<file path="src/hdl/uartCfgPkg.sv">
/*
 * uart configuration constants: frame format, tick rates, queue depths
 * and vector types for the widths that carry a meaning
 */
`default_nettype none

package uartCfgPkg;

	//////////////////////////////////////////////////////////////////////
	// frame and timing
	localparam int dataBits    = 8;	// data bits per frame
	localparam int sbTick      = 16;	// ticks in the stop bit
	localparam int overSample  = 16;	// ticks per bit
	localparam int baudDivisor = 4;	// clk cycles per tick, 64 cycles per bit

	// queues and credits
	localparam int fifoDepth   = 16;
	localparam int fifoAddrLen = 4;
	localparam int creditMax   = 16;	// most receive credits held at once

	//////////////////////////////////////////////////////////////////////
	typedef logic [dataBits-1:0] byteT;
	typedef logic [3:0] tickCntT;	// tick within a bit
	typedef logic [2:0] bitCntT;	// data bit index
	typedef logic [4:0] fifoCntT;	// 0..16 entries
	typedef logic [4:0] creditCntT;	// 0..16 credits
	typedef logic [$clog2(baudDivisor)-1:0] baudCntT;

	// derived compare points
	localparam tickCntT midTick  = tickCntT'(overSample / 2 - 1);	// middle of start bit
	localparam tickCntT lastTick = tickCntT'(overSample - 1);
	localparam tickCntT stopTick = tickCntT'(sbTick - 1);
	localparam bitCntT  lastBit  = bitCntT'(dataBits - 1);
	localparam baudCntT baudLast = baudCntT'(baudDivisor - 1);

endpackage

`default_nettype wire

</file>
<file path="src/hdl/uartBusPkg.sv">
/*
 * packed structs at the uart edges: host transmit request, receive delivery,
 * receiver end-of-frame event and the host status word
 */
`default_nettype none

package uartBusPkg;

	// host write into the transmit queue, 9 bits
	typedef struct packed {
		logic push;
		uartCfgPkg::byteT data;
	} txReqT;

	// one delivered byte, 9 bits
	typedef struct packed {
		logic valid;
		uartCfgPkg::byteT data;
	} rxRespT;

	// receiver report at the middle of each stop bit, 10 bits
	typedef struct packed {
		logic valid;
		logic frameErr;	// stop bit read low
		uartCfgPkg::byteT data;
	} rxEventT;

	// status word, msb first here, txEmpty is bit 0
	typedef struct packed {
		logic spare;	// always 0
		logic frameErr;	// sticky
		logic overrun;	// sticky
		logic txBusy;
		logic rxFull;
		logic rxEmpty;
		logic txFull;
		logic txEmpty;
	} statusWordT;

endpackage

`default_nettype wire

</file>
<file path="src/hdl/baudGen.sv">
/*
 * oversampling tick generator, one tick every baudDivisor clocks
 */
`timescale 1ns/1ps
`default_nettype none

module baudGen (
	input  logic clk,
	input  logic reset,
	output logic sTick
);

	uartCfgPkg::baudCntT divCnt;	// free running divider

	// tick registered so the first pulse lands 4 clocks after reset
	always_ff @(posedge clk or posedge reset)
	begin
		if (reset)
		begin
			divCnt <= '0;
			sTick  <= 1'b0;
		end
		else
		begin
			sTick <= (divCnt == uartCfgPkg::baudLast);	// wrap point
			if (divCnt == uartCfgPkg::baudLast)
				divCnt <= '0;
			else
				divCnt <= divCnt + 1'b1;
		end
	end

endmodule

`default_nettype wire

</file>
<file path="src/hdl/byteFifo.sv">
/*
 * 16-entry byte queue, head visible without a pop
 */
`timescale 1ns/1ps
`default_nettype none

module byteFifo (
	input  logic clk,
	input  logic reset,
	input  logic push,
	input  uartCfgPkg::byteT pushData,
	input  logic pop,
	output uartCfgPkg::byteT popData,
	output logic valid,
	output logic full
);

	uartCfgPkg::byteT mem [uartCfgPkg::fifoDepth];	// storage
	logic [uartCfgPkg::fifoAddrLen-1:0] wrPtr;
	logic [uartCfgPkg::fifoAddrLen-1:0] rdPtr;
	uartCfgPkg::fifoCntT count;	// occupancy, 0..16

	// storage write
	always_ff @(posedge clk)
	begin
		if (push)
			mem[wrPtr] <= pushData;
	end

	// pointers wrap naturally at 16
	always_ff @(posedge clk or posedge reset)
	begin
		if (reset)
		begin
			wrPtr <= '0;
			rdPtr <= '0;
			count <= '0;
		end
		else
		begin
			if (push)
				wrPtr <= wrPtr + 1'b1;
			if (pop)
				rdPtr <= rdPtr + 1'b1;
			case ({push, pop})
				2'b10:   count <= count + 1'b1;
				2'b01:   count <= count - 1'b1;
				default: count <= count;	// both or neither
			endcase
		end
	end

	assign popData = mem[rdPtr];	// head byte
	assign valid   = (count != '0);
	assign full    = (count == uartCfgPkg::fifoCntT'(uartCfgPkg::fifoDepth));

	// writers upstream keep these by credits and valid gating
	assert property (@(posedge clk) disable iff (reset) full |-> !push);
	assert property (@(posedge clk) disable iff (reset) !valid |-> !pop);

endmodule

`default_nettype wire

</file>
<file path="src/hdl/uartHostPort.sv">
/*
 * host side of the uart: tx credit return, rx push/drop decision,
 * credit-gated rx delivery and the status word with sticky error bits
 */
`timescale 1ns/1ps
`default_nettype none

module uartHostPort (
	input  logic clk,
	input  logic reset,
	input  logic txDoneTick,
	input  uartBusPkg::rxEventT rxEvent,
	input  logic txValid,
	input  logic txFull,
	input  logic rxValid,
	input  logic rxFull,
	input  uartCfgPkg::byteT rxData,	// rx queue head
	input  logic txBusy,
	input  logic rxCreditGrant,
	input  logic statusRead,
	output logic rxPush,
	output logic rxPop,
	output logic txCreditRet,
	output uartBusPkg::rxRespT rxResp,
	output uartBusPkg::statusWordT status
);

	uartCfgPkg::creditCntT credits;	// receive credits held
	logic evGood;
	logic setOverrun;
	logic setFrameErr;
	logic respValid;
	uartCfgPkg::byteT respData;

	//////////////////////////////////////////////////////////////////////
	// receive decisions, all same cycle as the event
	assign evGood      = rxEvent.valid & ~rxEvent.frameErr;
	assign rxPush      = evGood & ~rxFull;
	assign setOverrun  = evGood & rxFull;	// no room, byte lost
	assign setFrameErr = rxEvent.valid & rxEvent.frameErr;	// byte dropped
	assign rxPop       = rxValid & (credits != '0);	// one per cycle

	// grant and delivery together leave the count alone
	always_ff @(posedge clk or posedge reset)
	begin
		if (reset)
			credits <= '0;
		else if (rxCreditGrant && !rxPop)
			credits <= credits + 1'b1;
		else if (!rxCreditGrant && rxPop)
			credits <= credits - 1'b1;
	end

	//////////////////////////////////////////////////////////////////////
	// delivery, credit return and status, one cycle behind
	always_ff @(posedge clk or posedge reset)
	begin
		if (reset)
		begin
			respValid      <= 1'b0;
			txCreditRet    <= 1'b0;
			status         <= '0;
			status.txEmpty <= 1'b1;	// both queues start empty
			status.rxEmpty <= 1'b1;
		end
		else
		begin
			respValid       <= rxPop;
			txCreditRet     <= txDoneTick;	// byte left the tx queue
			status.txEmpty  <= ~txValid;
			status.txFull   <= txFull;
			status.rxEmpty  <= ~rxValid;
			status.rxFull   <= rxFull;
			status.txBusy   <= txBusy;
			status.overrun  <= setOverrun | (status.overrun & ~statusRead);	// new error wins
			status.frameErr <= setFrameErr | (status.frameErr & ~statusRead);
			status.spare    <= 1'b0;
		end
	end

	always_ff @(posedge clk)
	begin
		if (rxPop)
			respData <= rxData;
	end

	assign rxResp = {respValid, respData};

	// host must not grant past creditMax outstanding
	assert property (@(posedge clk) disable iff (reset)
		credits <= uartCfgPkg::creditCntT'(uartCfgPkg::creditMax));

endmodule

`default_nettype wire

</file>
<file path="src/hdl/uartPeriph.sv">
/*
 * uart peripheral top: tick generator, tx and rx queues,
 * serializer, deserializer and host port
 */
`timescale 1ns/1ps
`default_nettype none

module uartPeriph (
	input  logic clk,
	input  logic reset,
	input  uartBusPkg::txReqT txReq,
	input  logic rxCreditGrant,
	input  logic statusRead,
	output logic txCreditRet,
	output uartBusPkg::rxRespT rxResp,
	output uartBusPkg::statusWordT status,
	output logic tx,
	input  logic rx
);

	logic sTick;	// shared tick, one phase for both directions
	logic txValid;	// tx queue not empty, starts a frame
	logic txFull;
	uartCfgPkg::byteT txHead;
	logic txDoneTick;	// tx queue pop
	logic txActive;
	uartBusPkg::rxEventT rxEvent;
	logic rxPush;
	logic rxPop;
	logic rxValid;
	logic rxFull;
	uartCfgPkg::byteT rxHead;

	baudGen i_baudGen (
		.clk   (clk),
		.reset (reset),
		.sTick (sTick)
	);

	//////////////////////////////////////////////////////////////////////
	// transmit path
	byteFifo txFifo (
		.clk      (clk),
		.reset    (reset),
		.push     (txReq.push),
		.pushData (txReq.data),
		.pop      (txDoneTick),
		.popData  (txHead),
		.valid    (txValid),
		.full     (txFull)
	);

	uartTrans i_uartTrans (
		.clk        (clk),
		.reset      (reset),
		.sTick      (sTick),
		.txStart    (txValid),
		.din        (txHead),
		.tx         (tx),
		.txDoneTick (txDoneTick),
		.txActive   (txActive)
	);

	//////////////////////////////////////////////////////////////////////
	// receive path
	uartRecv i_uartRecv (
		.clk     (clk),
		.reset   (reset),
		.sTick   (sTick),
		.rx      (rx),
		.rxEvent (rxEvent)
	);

	byteFifo rxFifo (
		.clk      (clk),
		.reset    (reset),
		.push     (rxPush),
		.pushData (rxEvent.data),
		.pop      (rxPop),
		.popData  (rxHead),
		.valid    (rxValid),
		.full     (rxFull)
	);

	uartHostPort i_uartHostPort (
		.clk           (clk),
		.reset         (reset),
		.txDoneTick    (txDoneTick),
		.rxEvent       (rxEvent),
		.txValid       (txValid),
		.txFull        (txFull),
		.rxValid       (rxValid),
		.rxFull        (rxFull),
		.rxData        (rxHead),
		.txBusy        (txActive),
		.rxCreditGrant (rxCreditGrant),
		.statusRead    (statusRead),
		.rxPush        (rxPush),
		.rxPop         (rxPop),
		.txCreditRet   (txCreditRet),
		.rxResp        (rxResp),
		.status        (status)
	);

endmodule

`default_nettype wire

</file>
<file path="src/hdl/uartRecv.sv">
/*
 * uart deserializer: two-flop rx sync, idle, start, data, stop FSM
 * mid-bit sampling, stop bit check, one event per frame
 */
`timescale 1ns/1ps
`default_nettype none

module uartRecv (
	input  logic clk,
	input  logic reset,
	input  logic sTick,
	input  logic rx,
	output uartBusPkg::rxEventT rxEvent
);

	typedef enum logic [1:0] {stIdle, stStart, stData, stStop} stateT;

	logic rxMeta;	// first sync flop
	logic rxSync;	// second sync flop, safe to use
	logic rxLast;	// previous synced value, edge detect
	logic rxFall;
	stateT stateReg;
	stateT stateNext;
	uartCfgPkg::tickCntT sReg;
	uartCfgPkg::tickCntT sNext;
	uartCfgPkg::bitCntT nReg;
	uartCfgPkg::bitCntT nNext;
	uartCfgPkg::byteT bReg;	// bits shift in from the top
	uartCfgPkg::byteT bNext;

	//////////////////////////////////////////////////////////////////////
	// input sync, all high at reset like an idle line
	always_ff @(posedge clk or posedge reset)
	begin
		if (reset)
		begin
			rxMeta <= 1'b1;
			rxSync <= 1'b1;
			rxLast <= 1'b1;
		end
		else
		begin
			rxMeta <= rx;
			rxSync <= rxMeta;
			rxLast <= rxSync;
		end
	end

	// a real edge, so a line stuck low after a bad stop bit does not restart
	assign rxFall = rxLast & ~rxSync;

	always_ff @(posedge clk or posedge reset)
	begin
		if (reset)
		begin
			stateReg <= stIdle;
			sReg     <= '0;
			nReg     <= '0;
		end
		else
		begin
			stateReg <= stateNext;
			sReg     <= sNext;
			nReg     <= nNext;
		end
	end

	always_ff @(posedge clk)
		bReg <= bNext;

	//////////////////////////////////////////////////////////////////////
	// sampling FSM
	always_comb
	begin
		stateNext        = stateReg;
		sNext            = sReg;
		nNext            = nReg;
		bNext            = bReg;
		rxEvent.valid    = 1'b0;
		rxEvent.frameErr = 1'b0;
		rxEvent.data     = bReg;
		case (stateReg)
			stIdle:
				if (rxFall)
				begin
					sNext     = '0;
					stateNext = stStart;
				end
			stStart:
				if (sTick)
				begin
					if (sReg == uartCfgPkg::midTick)
					begin
						sNext = '0;	// realign to mid-bit
						nNext = '0;
						if (!rxSync)
							stateNext = stData;	// start confirmed
						else
							stateNext = stIdle;	// glitch, no event
					end
					else
						sNext = sReg + 1'b1;
				end
			stData:
				if (sTick)
				begin
					if (sReg == uartCfgPkg::lastTick)
					begin
						sNext = '0;
						bNext = {rxSync, bReg[uartCfgPkg::dataBits-1:1]};	// lsb first
						if (nReg == uartCfgPkg::lastBit)
							stateNext = stStop;
						else
							nNext = nReg + 1'b1;
					end
					else
						sNext = sReg + 1'b1;
				end
			stStop:
				if (sTick)
				begin
					if (sReg == uartCfgPkg::stopTick)	// middle of stop bit
					begin
						rxEvent.valid    = 1'b1;
						rxEvent.frameErr = ~rxSync;
						stateNext        = stIdle;
					end
					else
						sNext = sReg + 1'b1;
				end
			default: stateNext = stIdle;
		endcase
	end

endmodule

`default_nettype wire

</file>
<file path="src/hdl/uartTrans.sv">
/*
 * uart serializer: idle, start, data, stop FSM
 * 16 ticks per bit, lsb first, byte latched as it leaves the queue
 */
`timescale 1ns/1ps
`default_nettype none

module uartTrans (
	input  logic clk,
	input  logic reset,
	input  logic sTick,
	input  logic txStart,
	input  uartCfgPkg::byteT din,
	output logic tx,
	output logic txDoneTick,
	output logic txActive
);

	typedef enum logic [1:0] {stIdle, stStart, stData, stStop} stateT;

	stateT stateReg;
	stateT stateNext;
	uartCfgPkg::tickCntT sReg;	// tick within the bit
	uartCfgPkg::tickCntT sNext;
	uartCfgPkg::bitCntT nReg;	// data bit index
	uartCfgPkg::bitCntT nNext;
	uartCfgPkg::byteT bReg;	// shift register, lsb goes out
	uartCfgPkg::byteT bNext;
	logic txReg;	// registered line value
	logic txNext;

	//////////////////////////////////////////////////////////////////////
	// registers
	always_ff @(posedge clk or posedge reset)
	begin
		if (reset)
		begin
			stateReg <= stIdle;
			sReg     <= '0;
			nReg     <= '0;
			txReg    <= 1'b1;	// line idles high
		end
		else
		begin
			stateReg <= stateNext;
			sReg     <= sNext;
			nReg     <= nNext;
			txReg    <= txNext;
		end
	end

	always_ff @(posedge clk)
		bReg <= bNext;	// payload

	//////////////////////////////////////////////////////////////////////
	// next state, line value changes on the same edge as the state
	always_comb
	begin
		stateNext  = stateReg;
		sNext      = sReg;
		nNext      = nReg;
		bNext      = bReg;
		txNext     = txReg;
		txDoneTick = 1'b0;
		case (stateReg)
			stIdle:
			begin
				txNext = 1'b1;
				if (txStart)
				begin
					txDoneTick = 1'b1;	// read strobe for the queue
					bNext      = din;	// grab head before it moves
					sNext      = '0;
					txNext     = 1'b0;	// start bit from next edge
					stateNext  = stStart;
				end
			end
			stStart:
			begin
				if (sTick)
				begin
					if (sReg == uartCfgPkg::lastTick)
					begin
						sNext     = '0;
						nNext     = '0;
						txNext    = bReg[0];	// first data bit
						stateNext = stData;
					end
					else
						sNext = sReg + 1'b1;
				end
			end
			stData:
			begin
				if (sTick)
				begin
					if (sReg == uartCfgPkg::lastTick)
					begin
						sNext = '0;
						bNext = bReg >> 1;
						if (nReg == uartCfgPkg::lastBit)
						begin
							txNext    = 1'b1;	// stop bit
							stateNext = stStop;
						end
						else
						begin
							txNext = bReg[1];	// bit after the shift
							nNext  = nReg + 1'b1;
						end
					end
					else
						sNext = sReg + 1'b1;
				end
			end
			stStop:
			begin
				if (sTick)
				begin
					if (sReg == uartCfgPkg::stopTick)
						stateNext = stIdle;
					else
						sNext = sReg + 1'b1;
				end
			end
			default: stateNext = stIdle;
		endcase
	end

	assign tx       = txReg;
	assign txActive = (stateReg != stIdle);	// txBusy in status

	// line carries the value chosen one cycle earlier
	assert property (@(posedge clk) disable iff (reset) 1'b1 |=> (tx == $past(txNext)));
	// queue read strobe only from idle and only with a byte waiting
	assert property (@(posedge clk) disable iff (reset) (stateReg != stIdle) |-> !txDoneTick);
	assert property (@(posedge clk) disable iff (reset) !txStart |-> !txDoneTick);

endmodule

`default_nettype wire

</file>
<file path="config.mk">
export PLATFORM = sky130hd
export DESIGN_NAME = uartPeriph
export DESIGN_NICKNAME = d
export VERILOG_FILES = /design/src/hdl/uartCfgPkg.sv /design/src/hdl/uartBusPkg.sv /design/src/hdl/baudGen.sv /design/src/hdl/byteFifo.sv /design/src/hdl/uartHostPort.sv /design/src/hdl/uartPeriph.sv /design/src/hdl/uartRecv.sv /design/src/hdl/uartTrans.sv
export SDC_FILE = /design/constraint.sdc
export NUM_CORES = 1
export LEC_CHECK = 0
export BUFFER_PORTS_ARGS = -buffer_cell sky130_fd_sc_hd__buf_2
export CAP_MARGIN = 10
export CORE_ASPECT_RATIO = 1.4
export CORE_UTILIZATION = 45
export DETAILED_ROUTE_END_ITERATION = 10
export PLACE_DENSITY = 0.66
export SETUP_SLACK_MARGIN = 0.1
export SLEW_MARGIN = 20
export SYNTH_ARGS = -nofsm -noshare
export SYNTH_HDL_FRONTEND = slang
export SYNTH_SLANG_ARGS = --single-unit
</file>
<file path="constraint.sdc">
create_clock -name clk -period 4.4 [get_ports clk]
set_input_delay 0.88 -clock clk [delete_from_list [all_inputs] [get_ports clk]]
set_output_delay 0.88 -clock clk [all_outputs]
set_load 0.01 [all_outputs]
</file>
# After elaboration in Yosys (flattened, before gate mapping)
# Memory sizes are Yosys's and may differ from the RTL's. A register that Yosys moved wholly into a read port is not among the register bits.
# Cells that the tools add are included.
[word_totals]
regBits = 81
mem_bits_rw = 256
in_bits = 14
word_cells = 199
mem_count = 2
[memory_table]
columns = ["name", "words", "width", "rd", "rd_ports_with_merged_regs", "write_ports", "line", "text"]
rows = [
  ["rxFifo.mem", 16, 8, 1, 1, 1, "byteFifo.sv:18", "uartCfgPkg::byteT mem [uartCfgPkg::fifoDepth];"],
  ["txFifo.mem", 16, 8, 1, 0, 1, "byteFifo.sv:18", ""],
]
[classes]
n_addsub = 15
eq_ne = 39
n_mux = 70
n_bitwise = 16
reduce_logical = 27
[ops]
columns = ["op", "count"]
rows = [
  ["$mux 4", 12],
  ["$mux 2", 21],
  ["$mux 3", 10],
  ["$add 4x1->4 const B", 6],
  ["$mux 8", 3],
  ["$ne 2x1->1 const B", 11],
  ["$ne 2x2->1 const B", 10],
  ["$pmux 5 s2", 2],
  ["$pmux 2 s4", 2],
  ["$pmux 4 s4", 1],
  ["$pmux 8 s2", 1],
  ["$reduce_and 8->1", 2],
  ["$add 5x1->5 const B", 3],
  ["$reduce_bool 5->1", 3],
  ["$sub 5x1->5 const B", 3],
  ["$eq 2x2->1 const B", 7],
  ["$reduce_bool 2->1", 7],
  ["$mux 1", 12],
  ["$pmux 3 s2", 2],
  ["$pmux 4 s3", 1],
  ["$reduce_and 6->1", 2],
  ["$eq 5x5->1 const B", 2],
  ["$mux 5", 2],
  ["$reduce_and 5->1", 2],
  ["other kinds (17)", 40],
]

# Longest topological paths before layout
# Gate-level depths: netlist of run 1.
[depth]
depth_word = 9
mapped_depth = 14

# Modules after synthesis
# From an unflattened synthesis of run 1, not the netlist that was laid out.
[unflattened]
cells_unflattened = 839
hier_area_um2 = 14577.7
[by_module_without_submodules]
columns = ["mod", "instances", "cells_each", "area_each_um2"]
rows = [
  ["byteFifo (rxFifo)", 1, 294, 5790.6],
  ["byteFifo (txFifo)", 1, 294, 5761.8],
  ["uartTrans", 1, 91, 1029.7],
  ["uartRecv", 1, 84, 967.2],
  ["uartHostPort", 1, 70, 933.4],
  ["baudGen", 1, 6, 95.1],
]

# Worst setup path after synthesis of run 1
# Ideal clock, no wire load.
[synth_path]
path_kind = "register -> register"
start = "reg rxFifo.count[0]"
end = "reg rxFifo.count[4]"
setup_time_ns = 0.124
arrival_time_ns = 2.890
t_required_ns = 4.276
path_slack_ns = 1.386
stages_incl_launch_ff = 11
cell_sequence = "dfrtp_1 > or4_1 > o22ai_2 > inv_2 > ha_1 > ha_1 > nor2b_1 > o21ai_0 > a21oi_1 > or3b_2 > xnor2_1"
[synth_via]
elab_cells_between_ends = 11
classes_between = "add/sub: 2; eq/ne: 3; mux: 1; bitwise: 3; reduce/logical: 2"
[synth_rtl]
columns = ["element", "line", "text"]
rows = [
  ["start: declaration", "byteFifo.sv:21", "uartCfgPkg::fifoCntT count;"],
  ["start signal: assignment", "byteFifo.sv:46", "2'b10: count <= count + 1'b1;"],
  ["start signal: assignment", "byteFifo.sv:47", "2'b01: count <= count - 1'b1;"],
  ["start signal: assignment", "byteFifo.sv:48", "default: count <= count;"],
  ["$reduce_bool 5->1 *", "byteFifo.sv:54", "assign valid = (count != '0);"],
  ["$and 1x1->1 *", "uartHostPort.sv:41", "assign rxPop = rxValid & (credits != '0);"],
  ["named net i_uartHostPort.rxPop", "uartHostPort.sv:22", "output logic rxPop,"],
  ["$eq 2x1->1 / $eq 2x2->1 (equally long branches)", "byteFifo.sv:45", "case ({push, pop})"],
  ["$pmux 5 s2 / $reduce_bool 2->1 (equally long branches)", "-", ""],
]
# The timed path passes the listed nets; every way through them passes the cells marked *.
# A chain may end at the register's enable or synchronous reset.

# Worst setup path in the final report of run 1
# Ends and elaborated chain as after synthesis.

==> run summary, run 1 <==
Status = complete, but fails checks
Failing checks = design-rule violations
EDFF count, synth = 280
Gr ovfl total = 0
First-pass GRT wire length = 39,100 um
CTS tree = built
ANT cells = 0
Avg WL per Cell = 19.4 um
Min-delay worst type = reg -> reg
Post-synth cell types = 52
Worst slew pin tran = 1060 ps
CTS Hold Bufs = 0
Maxcap violations = 0
DR iter-0 viols = 364
Worst Hold Path Cells = 0
# port buffers = 31
Setup TNS = 0 ps
CTS Sinks = 345
Cell Pwr Density = 623 nW/um^2
Crit. End Element = register
P_sw = 2860 uW
Slew headroom = 29.6%
Peak Freq = 305 MHz
Seq/Total Area, Yosys = 70.7%
Worst-Skew Late Latency = 510 ps
Minimum clock period = 3270 ps
FP Rows = 76
Post-route ant nets = 0
Placed wire-length estimate = 16,000 um
# nets final = 889
Via/cell ratio = 5.46
Die height = 212 um
Post-CTS sizing = 0
Commonest non-fill, non-tap cells in the layout = 280 x edfxtp_1, 57 x dfrtp_1, 51 x nand2_1, 43 x mux4_2, 36 x clkbuf_16
Clock share of power = 29.5%
Peak supply drop = 0.315 mV
Net Sw Frac = 28.9%
Core Region = 30,900 um^2
Crit Path Category = reg -> reg
Final instance area = 15,900 um^2
H-tree depth = 2
Post-CTS setup buffer count = 0
Worst path most repeated cell = ha_1
P&R area growth vs syn = 12.0%
Routed WL = 24,300 um
I/O pin cnt = 33
DR vias = 6,830
Largest net degree at the start of global routing = 51
Fin. max-slew vios = 0
Async S/R FF share, synth = 18.8%
Syn Inst Count = 791
Net Count, Synth = 843
Vias in the first global route = 7,088
Worst path slowest cell = or4_1
CTS Buf Count = 35
Leading cell type in the layout, fill and taps excluded = edfxtp_1
Die footprint = 32,300 um^2
Gr usage total = 15.7%
Arr. time, crit path = 3660 ps
Fin crit share = 74.4%
1st-pass router iterations = 7
Ys flop type = edfxtp_1
Reg power frac = 45.8%
Layout cells sized above 1 = 19.3%
Antenna violations before repair = 0
Internal Power = 7040 uW
RSZ-0062 raised after global routing = false
Avg Cell Area, Syn = 18.0 um^2
RePlAce Congestion = 0.756
Placed inst area = 14,800 um^2
Dpl ws = 1130 ps
CP Max Fanout = 13
DR DRC count = 1
Die X = 152 um
Warnings, synthesis = 0
Starting Density = 46.0%
Critical Path RT = 4790 ps
Clk slew on worst S/H paths = 60 ps
Clk_skew = 15.0 ps
Leakage = 0.00565 uW
FF-to-FF path depth = 10
Flops & latches, synth = 345
Syn Std Cell Area = 14,200 um^2
CTS Root Cell = clkbuf_16
Fin. Hold Viols = 0
Combinational share of power = 24.7%
Setup violation total in the final timing report = 0
Worst path cell trace = or4_1 -> o22ai_2 -> inv_2 -> ha_1 -> ha_1 -> nor2b_1 -> o21ai_0 -> a21oi_1 -> or3b_2 -> xnor2_1
Crit path launch type = register
Crit path largest cell delay = 600 ps
CTS max path bufs = 3
Min setup slack post-route = 1130 ps
==> layer usage <==
layer / wire, um / vias to the layer above / part of all wire, % / global-route usage [%]
met5: 0 / - / 0 / 0
met4: 572 / 0 / 2.4 / 5.28
met3: 744 / 42 / 3.1 / 2.51
met2: 13400 / 106 / 55 / 30.2
met1: 9520 / 3493 / 39 / 17.7
li1: - / 3189 / - / -
==> metrics by stage <==
stage                     cells  power [uW]  util [%]  hold WS [ps]
after global routing       1252       10500      51.5           365
after detailed placement   1190        7100      47.8           347
final                      1252        9900      51.5           355
after CTS                  1252       10000      51.5           356
after floorplan             791        6490         -           345
after global placement     1190        7050      47.8           347
==> state kept, by name, summed over array words and instances, names as in the netlist, 5 cells and up, named ones only <==
| signal | cells |
|---|---|
| i_uartHostPort.credits | 5 |
| i_uartHostPort.respData | 8 |
| i_uartHostPort.status | 7 |
| i_uartRecv.bReg | 8 |
| i_uartTrans.bReg | 8 |
| rxFifo.count | 5 |
| rxFifo.mem | 128 |
| txFifo.count | 5 |
| txFifo.mem | 128 |
==> worst paths after layout <==
kind	end	slack (ps)	start
min	i_uartRecv.rxSync$_DFF_PP1_	360	i_uartRecv.rxMeta$_DFF_PP1_
max reg2reg	rxFifo.count[4]$_DFFE_PP0P_	1130	rxFifo.count[0]$_DFFE_PP0P_
max in group asynchronous	i_uartTrans.tx$_DFFE_PP1P_	3060	reset
max	rxFifo.count[4]$_DFFE_PP0P_	1130	rxFifo.count[0]$_DFFE_PP0P_
min reg2reg	i_uartRecv.rxSync$_DFF_PP1_	360	i_uartRecv.rxMeta$_DFF_PP1_
min in group asynchronous	i_uartRecv.nReg[1]$_DFFE_PP0P_	540	reset
==> area by class of cell <==
type	count	area [um^2]
Inverter	31	118
Sequential cell	345	10000
Fill cell	2407	15000
Tap cell	390	488
Clock inverter	22	224
Clock buffer	40	916
Timing Repair Buffer	46	268
Multi-Input combinational cell	378	3850
==> critical path: cells and delay by family (launching register included) <==
family,cells,cell delay (ps)
and+or+nand+nor,3,1190
xor gates and xnor gates,1,130
AOI/OAI and AO/OA,3,590
buffers and inverters,1,180
adders and majority gates,2,650
DFF,1,420
==> power groups by stage <==
| stage | registers [uW] | logic [uW] | clock network [uW] |
|---|---|---|---|
| 3_5_place_dp | 4620 | 2480 | 0 |
| 3_3_place_gp | 4600 | 2450 | 0 |
| 6_report | 4540 | 2450 | 2920 |
| 5_1_grt | 4620 | 2740 | 3120 |
| 4_1_cts | 4550 | 2490 | 2990 |
| 2_1_floorplan | 4270 | 2210 | 0 |
==> cells in the mapped netlist (all sizes together), types with 2 or more instances <==
library cell / instances / area [um^2]
edfxtp: 280 / 8410
mux2i: 10 / 100
a21oi: 12 / 60.1
xnor2: 18 / 158
nor3b: 3 / 27.5
xor2: 8 / 70.1
o221ai: 7 / 61.3
nand4: 8 / 56.3
a31oi: 2 / 12.5
buf: 18 / 130
nor2b: 4 / 25.0
or4: 3 / 22.5
a21o: 7 / 52.6
inv: 31 / 116
nand3: 8 / 40.0
clkbuf: 19 / 71.3
nand2: 51 / 191
o22ai: 2 / 18.8
dfstp: 6 / 158
nor2: 34 / 135
dfrtp: 59 / 1480
mux2: 3 / 33.8
fa: 3 / 60.1
nor4: 6 / 37.5
or3b: 3 / 26.3
nand2b: 8 / 50.1
a22o: 7 / 61.3
and2: 5 / 31.3
nor3: 13 / 65.1
mux4: 73 / 1760
ha: 35 / 438
o21ai: 35 / 175
==> cell families (layout without fill, tap and decap cells) <==
kind of cell / after synthesis / count (layout) / synth area share (%)
XOR/XNOR: 26 / 26 / 1.60
adder cells (fa/ha/maj): 38 / 38 / 3.51
AND/OR/NAND/NOR: 150 / 150 / 5.21
flip-flops: 345 / 345 / 70.7
buffers and inverters: 68 / 139 / 2.24
AO/OA/AOI/OAI: 77 / 77 / 3.41
multiplexers: 86 / 86 / 13.3
other: 1 / 1 / 0.0264
(Power assumes the default switching activity.)
==> inputs of run 2 (changes only) <==
--- a/config.mk
+++ b/config.mk
@@ -10,7 +10,7 @@
 export CORE_ASPECT_RATIO = 1.4
 export CORE_UTILIZATION = 45
 export DETAILED_ROUTE_END_ITERATION = 10
-export PLACE_DENSITY = 0.66
+export PLACE_DENSITY = 0.68
 export SETUP_SLACK_MARGIN = 0.1
 export SLEW_MARGIN = 20
 export SYNTH_ARGS = -nofsm -noshare
==> constraint.sdc (replaced) <==
create_clock -name clk -period 2.94 [get_ports clk]
set_input_delay 0.588 -clock clk [delete_from_list [all_inputs] [get_ports clk]]
set_output_delay 0.588 -clock clk [all_outputs]
set_load 0.01 [all_outputs]
==> run summary, run 2 (synthesis results as in run 1) <==
Fin. max-slew vios = 0 (unchanged)
Crit path launch type = register
RePlAce Congestion = 0.795 (+5.1%)
Crit Path Category = reg -> reg
Die footprint = 32,300 um^2 (unchanged)
P&R area growth vs syn = 14.9%
H-tree depth = 2 (unchanged)
GR Layer Usage met3 = 2.36% (-0.14 points)
CTS tree = built
Util after Layout = 52.8% (+1.4 points)
# port buffers = 31 (unchanged)
Non-Filler Instances = 1,291 (+3.1%)
DR DRC count = 2 (+1)
Busiest grt layer = met2
Placed inst area = 15,100 um^2 (+2.1%)
Die height = 212 um (unchanged)
Commonest non-fill, non-tap cells in the layout = 280 x edfxtp_1, 57 x dfrtp_1, 52 x buf_4, 51 x nand2_1, 43 x mux4_2
Gr usage total = 16.9% (+1.2 points)
# fillers = 2,404 (-0.12%)
CTS Root Cell = clkbuf_16
Critical Path RT = 3340 ps (-1450 ps)
GR Util met2 = 34.0% (+3.8 points)
Worst path slowest cell = or3b_2
Clock share of power = 28.2% (-1.3 points)
Crit path largest cell delay = 450 ps (-150 ps)
Vias in the first global route = 7,507 (+5.9%)
Leading cell type in the layout, fill and taps excluded = edfxtp_1
CTS max path bufs = 3 (unchanged)
Fin. Hold Viols = 0 (unchanged)
Combinational share of power = 28.7% (+4.0 points)
Leakage = 0.00585 uW (+3.5%)
Min-delay worst type = in -> async
Clk slew on worst S/H paths = 60 ps (about the same)
Via/cell ratio = 5.45 (about the same)
Worst path cell trace = buf_4 -> or4_4 -> o22ai_4 -> inv_4 -> ha_4 -> ha_4 -> nor2b_2 -> o21ai_2 -> a21oi_1 -> or3b_2 -> xnor2_1
Crit. End Element = register
Minimum clock period = 2700 ps (-574 ps)
Reg power frac = 43.1% (-2.7 points)
RSZ-0062 raised after global routing = false
# nets final = 927 (+4.3%)
Worst-Skew Late Latency = 520 ps (about the same)
Core Region = 30,900 um^2 (unchanged)
CP Max Fanout = 4 (-9)
CTS Sinks = 345 (unchanged)
Worst slew pin tran = 893 ps (-163 ps)
ANT cells = 0 (unchanged)
Fin crit share = 91.9% (+17 points)
Layout cells sized above 1 = 24.6% (+5.4 points)
Die X = 152 um (unchanged)
Setup TNS = 0 ps (unchanged)
Routed WL = 26,100 um (+7.6%)
Multi-input gate area = 3970 um^2 (+3.0%)
Internal Power = 10,800 uW (+53%)
Cell Pwr Density = 933 nW/um^2 (+50%)
First-pass GRT wire length = 41,000 um (+5.1%)
Largest net degree at the start of global routing = 49 (-3.9%)
Met1 Usage GRT = 17.7% (about the same)
Maxcap violations = 0 (unchanged)
DR vias = 7,042 (+3.1%)
Placed instance count = 1,224 (+2.9%)
Net Sw Frac = 29.2% (+0.27 points)
Slew headroom = 40.5% (+11 points)
CTS Buf Count = 34 (-2.9%)
FP Rows = 76 (unchanged)
Starting Density = 46.0% (unchanged)
DR iter-0 viols = 460 (+26%)
1st-pass router iterations = 8 (+1)
CTS Hold Bufs = 0 (unchanged)
P_sw = 4440 uW (+55%)
Clk_skew = 19.1 ps (+4.16 ps)
Worst path most repeated cell = ha_4
Seq. cell area = 10,000 um^2 (unchanged)
Final instance area = 16,300 um^2 (+2.6%)
Avg WL per Cell = 20.2 um (+4.3%)
Placed wire-length estimate = 17,600 um (+9.5%)
Peak supply drop = 0.495 mV (+57%)
Post-route ant nets = 0 (unchanged)
Arr. time, crit path = 3100 ps (-560 ps)
Gr ovfl total = 0 (unchanged)
R2R setup slack = 240 ps (-890 ps)
Peak Freq = 370 MHz (+21%)
Setup violation total in the final timing report = 0 (unchanged)
Largest regs = rxFifo.mem (128), txFifo.mem (128)
Antenna violations before repair = 0 (unchanged)
Failing checks = design-rule violations
I/O pin cnt = 33 (unchanged)
Status = complete, but fails checks
run 2: area by class of cell:
class	count	area share (%)
clock buffer	47	5.82
clock inverter	15	1.06
inverter	31	0.728
multi-input combinational	378	24.3
sequential	345	61.5
tap	390	2.99
timing repair buffer	85	3.59
run 2: critical path: cells and delay by family (launching register included):
family	cells	cell delay, ps
AO/OA/AOI/OAI	3	390
buffers and inverters	2	220
XOR/XNOR	1	130
adder cells (fa/ha/maj)	2	420
flip-flops	1	410
AND/OR/NAND/NOR	3	1030
run 2: repair_timing:
item                                    CTS  global route
endpoints found under the setup margin    3             3
gates resized for setup                   4            17
setup buffers                             1             4
pin swaps                                 1             3
run 2: power by group through the flow:
stage	registers, uW	logic [uW]	clock network (uW)
floorplan	6400	3340	0
detailed placement	6670	4260	0
global placement	6630	4190	0
finish	6560	4360	4300
global route	6650	4860	4570
CTS	6570	4290	4400
run 2: final timing paths:
kind,start,end,cells past startpoint
worst min register to register,i_uartRecv.rxMeta$_DFF_PP1_,i_uartRecv.rxSync$_DFF_PP1_,0
worst max register to register,rxFifo.count[0]$_DFFE_PP0P_,rxFifo.count[4]$_DFFE_PP0P_,11
min in group clk,rx,i_uartRecv.rxMeta$_DFF_PP1_,1
max in group asynchronous,reset,i_uartHostPort.status[0]$_DFF_PP1_,3
worst max-delay path,rxFifo.count[0]$_DFFE_PP0P_,rxFifo.count[4]$_DFFE_PP0P_,11
worst min-delay path,reset,i_uartHostPort.credits[4]$_DFFE_PP0P_,2
run 2: per-stage QoR:
step | hold WS, ps | setup slack, ps | total power, uW
finish | 86.5 | 239 | 15200
global route | 115 | 99.4 | 16100
CTS | 97.7 | 99.4 | 15300
detailed placement | 358 | 13.8 | 10900
global placement | 356 | 23.2 | 10800
floorplan | 345 | 107 | 9750
run 2: metal layers:
layer  up-vias  part of all wire [%]
li1       3274                     -
met1      3578                    36
met2       139                    58
met3        51                   3.4
met4         0                   2.4
met5         -                     0
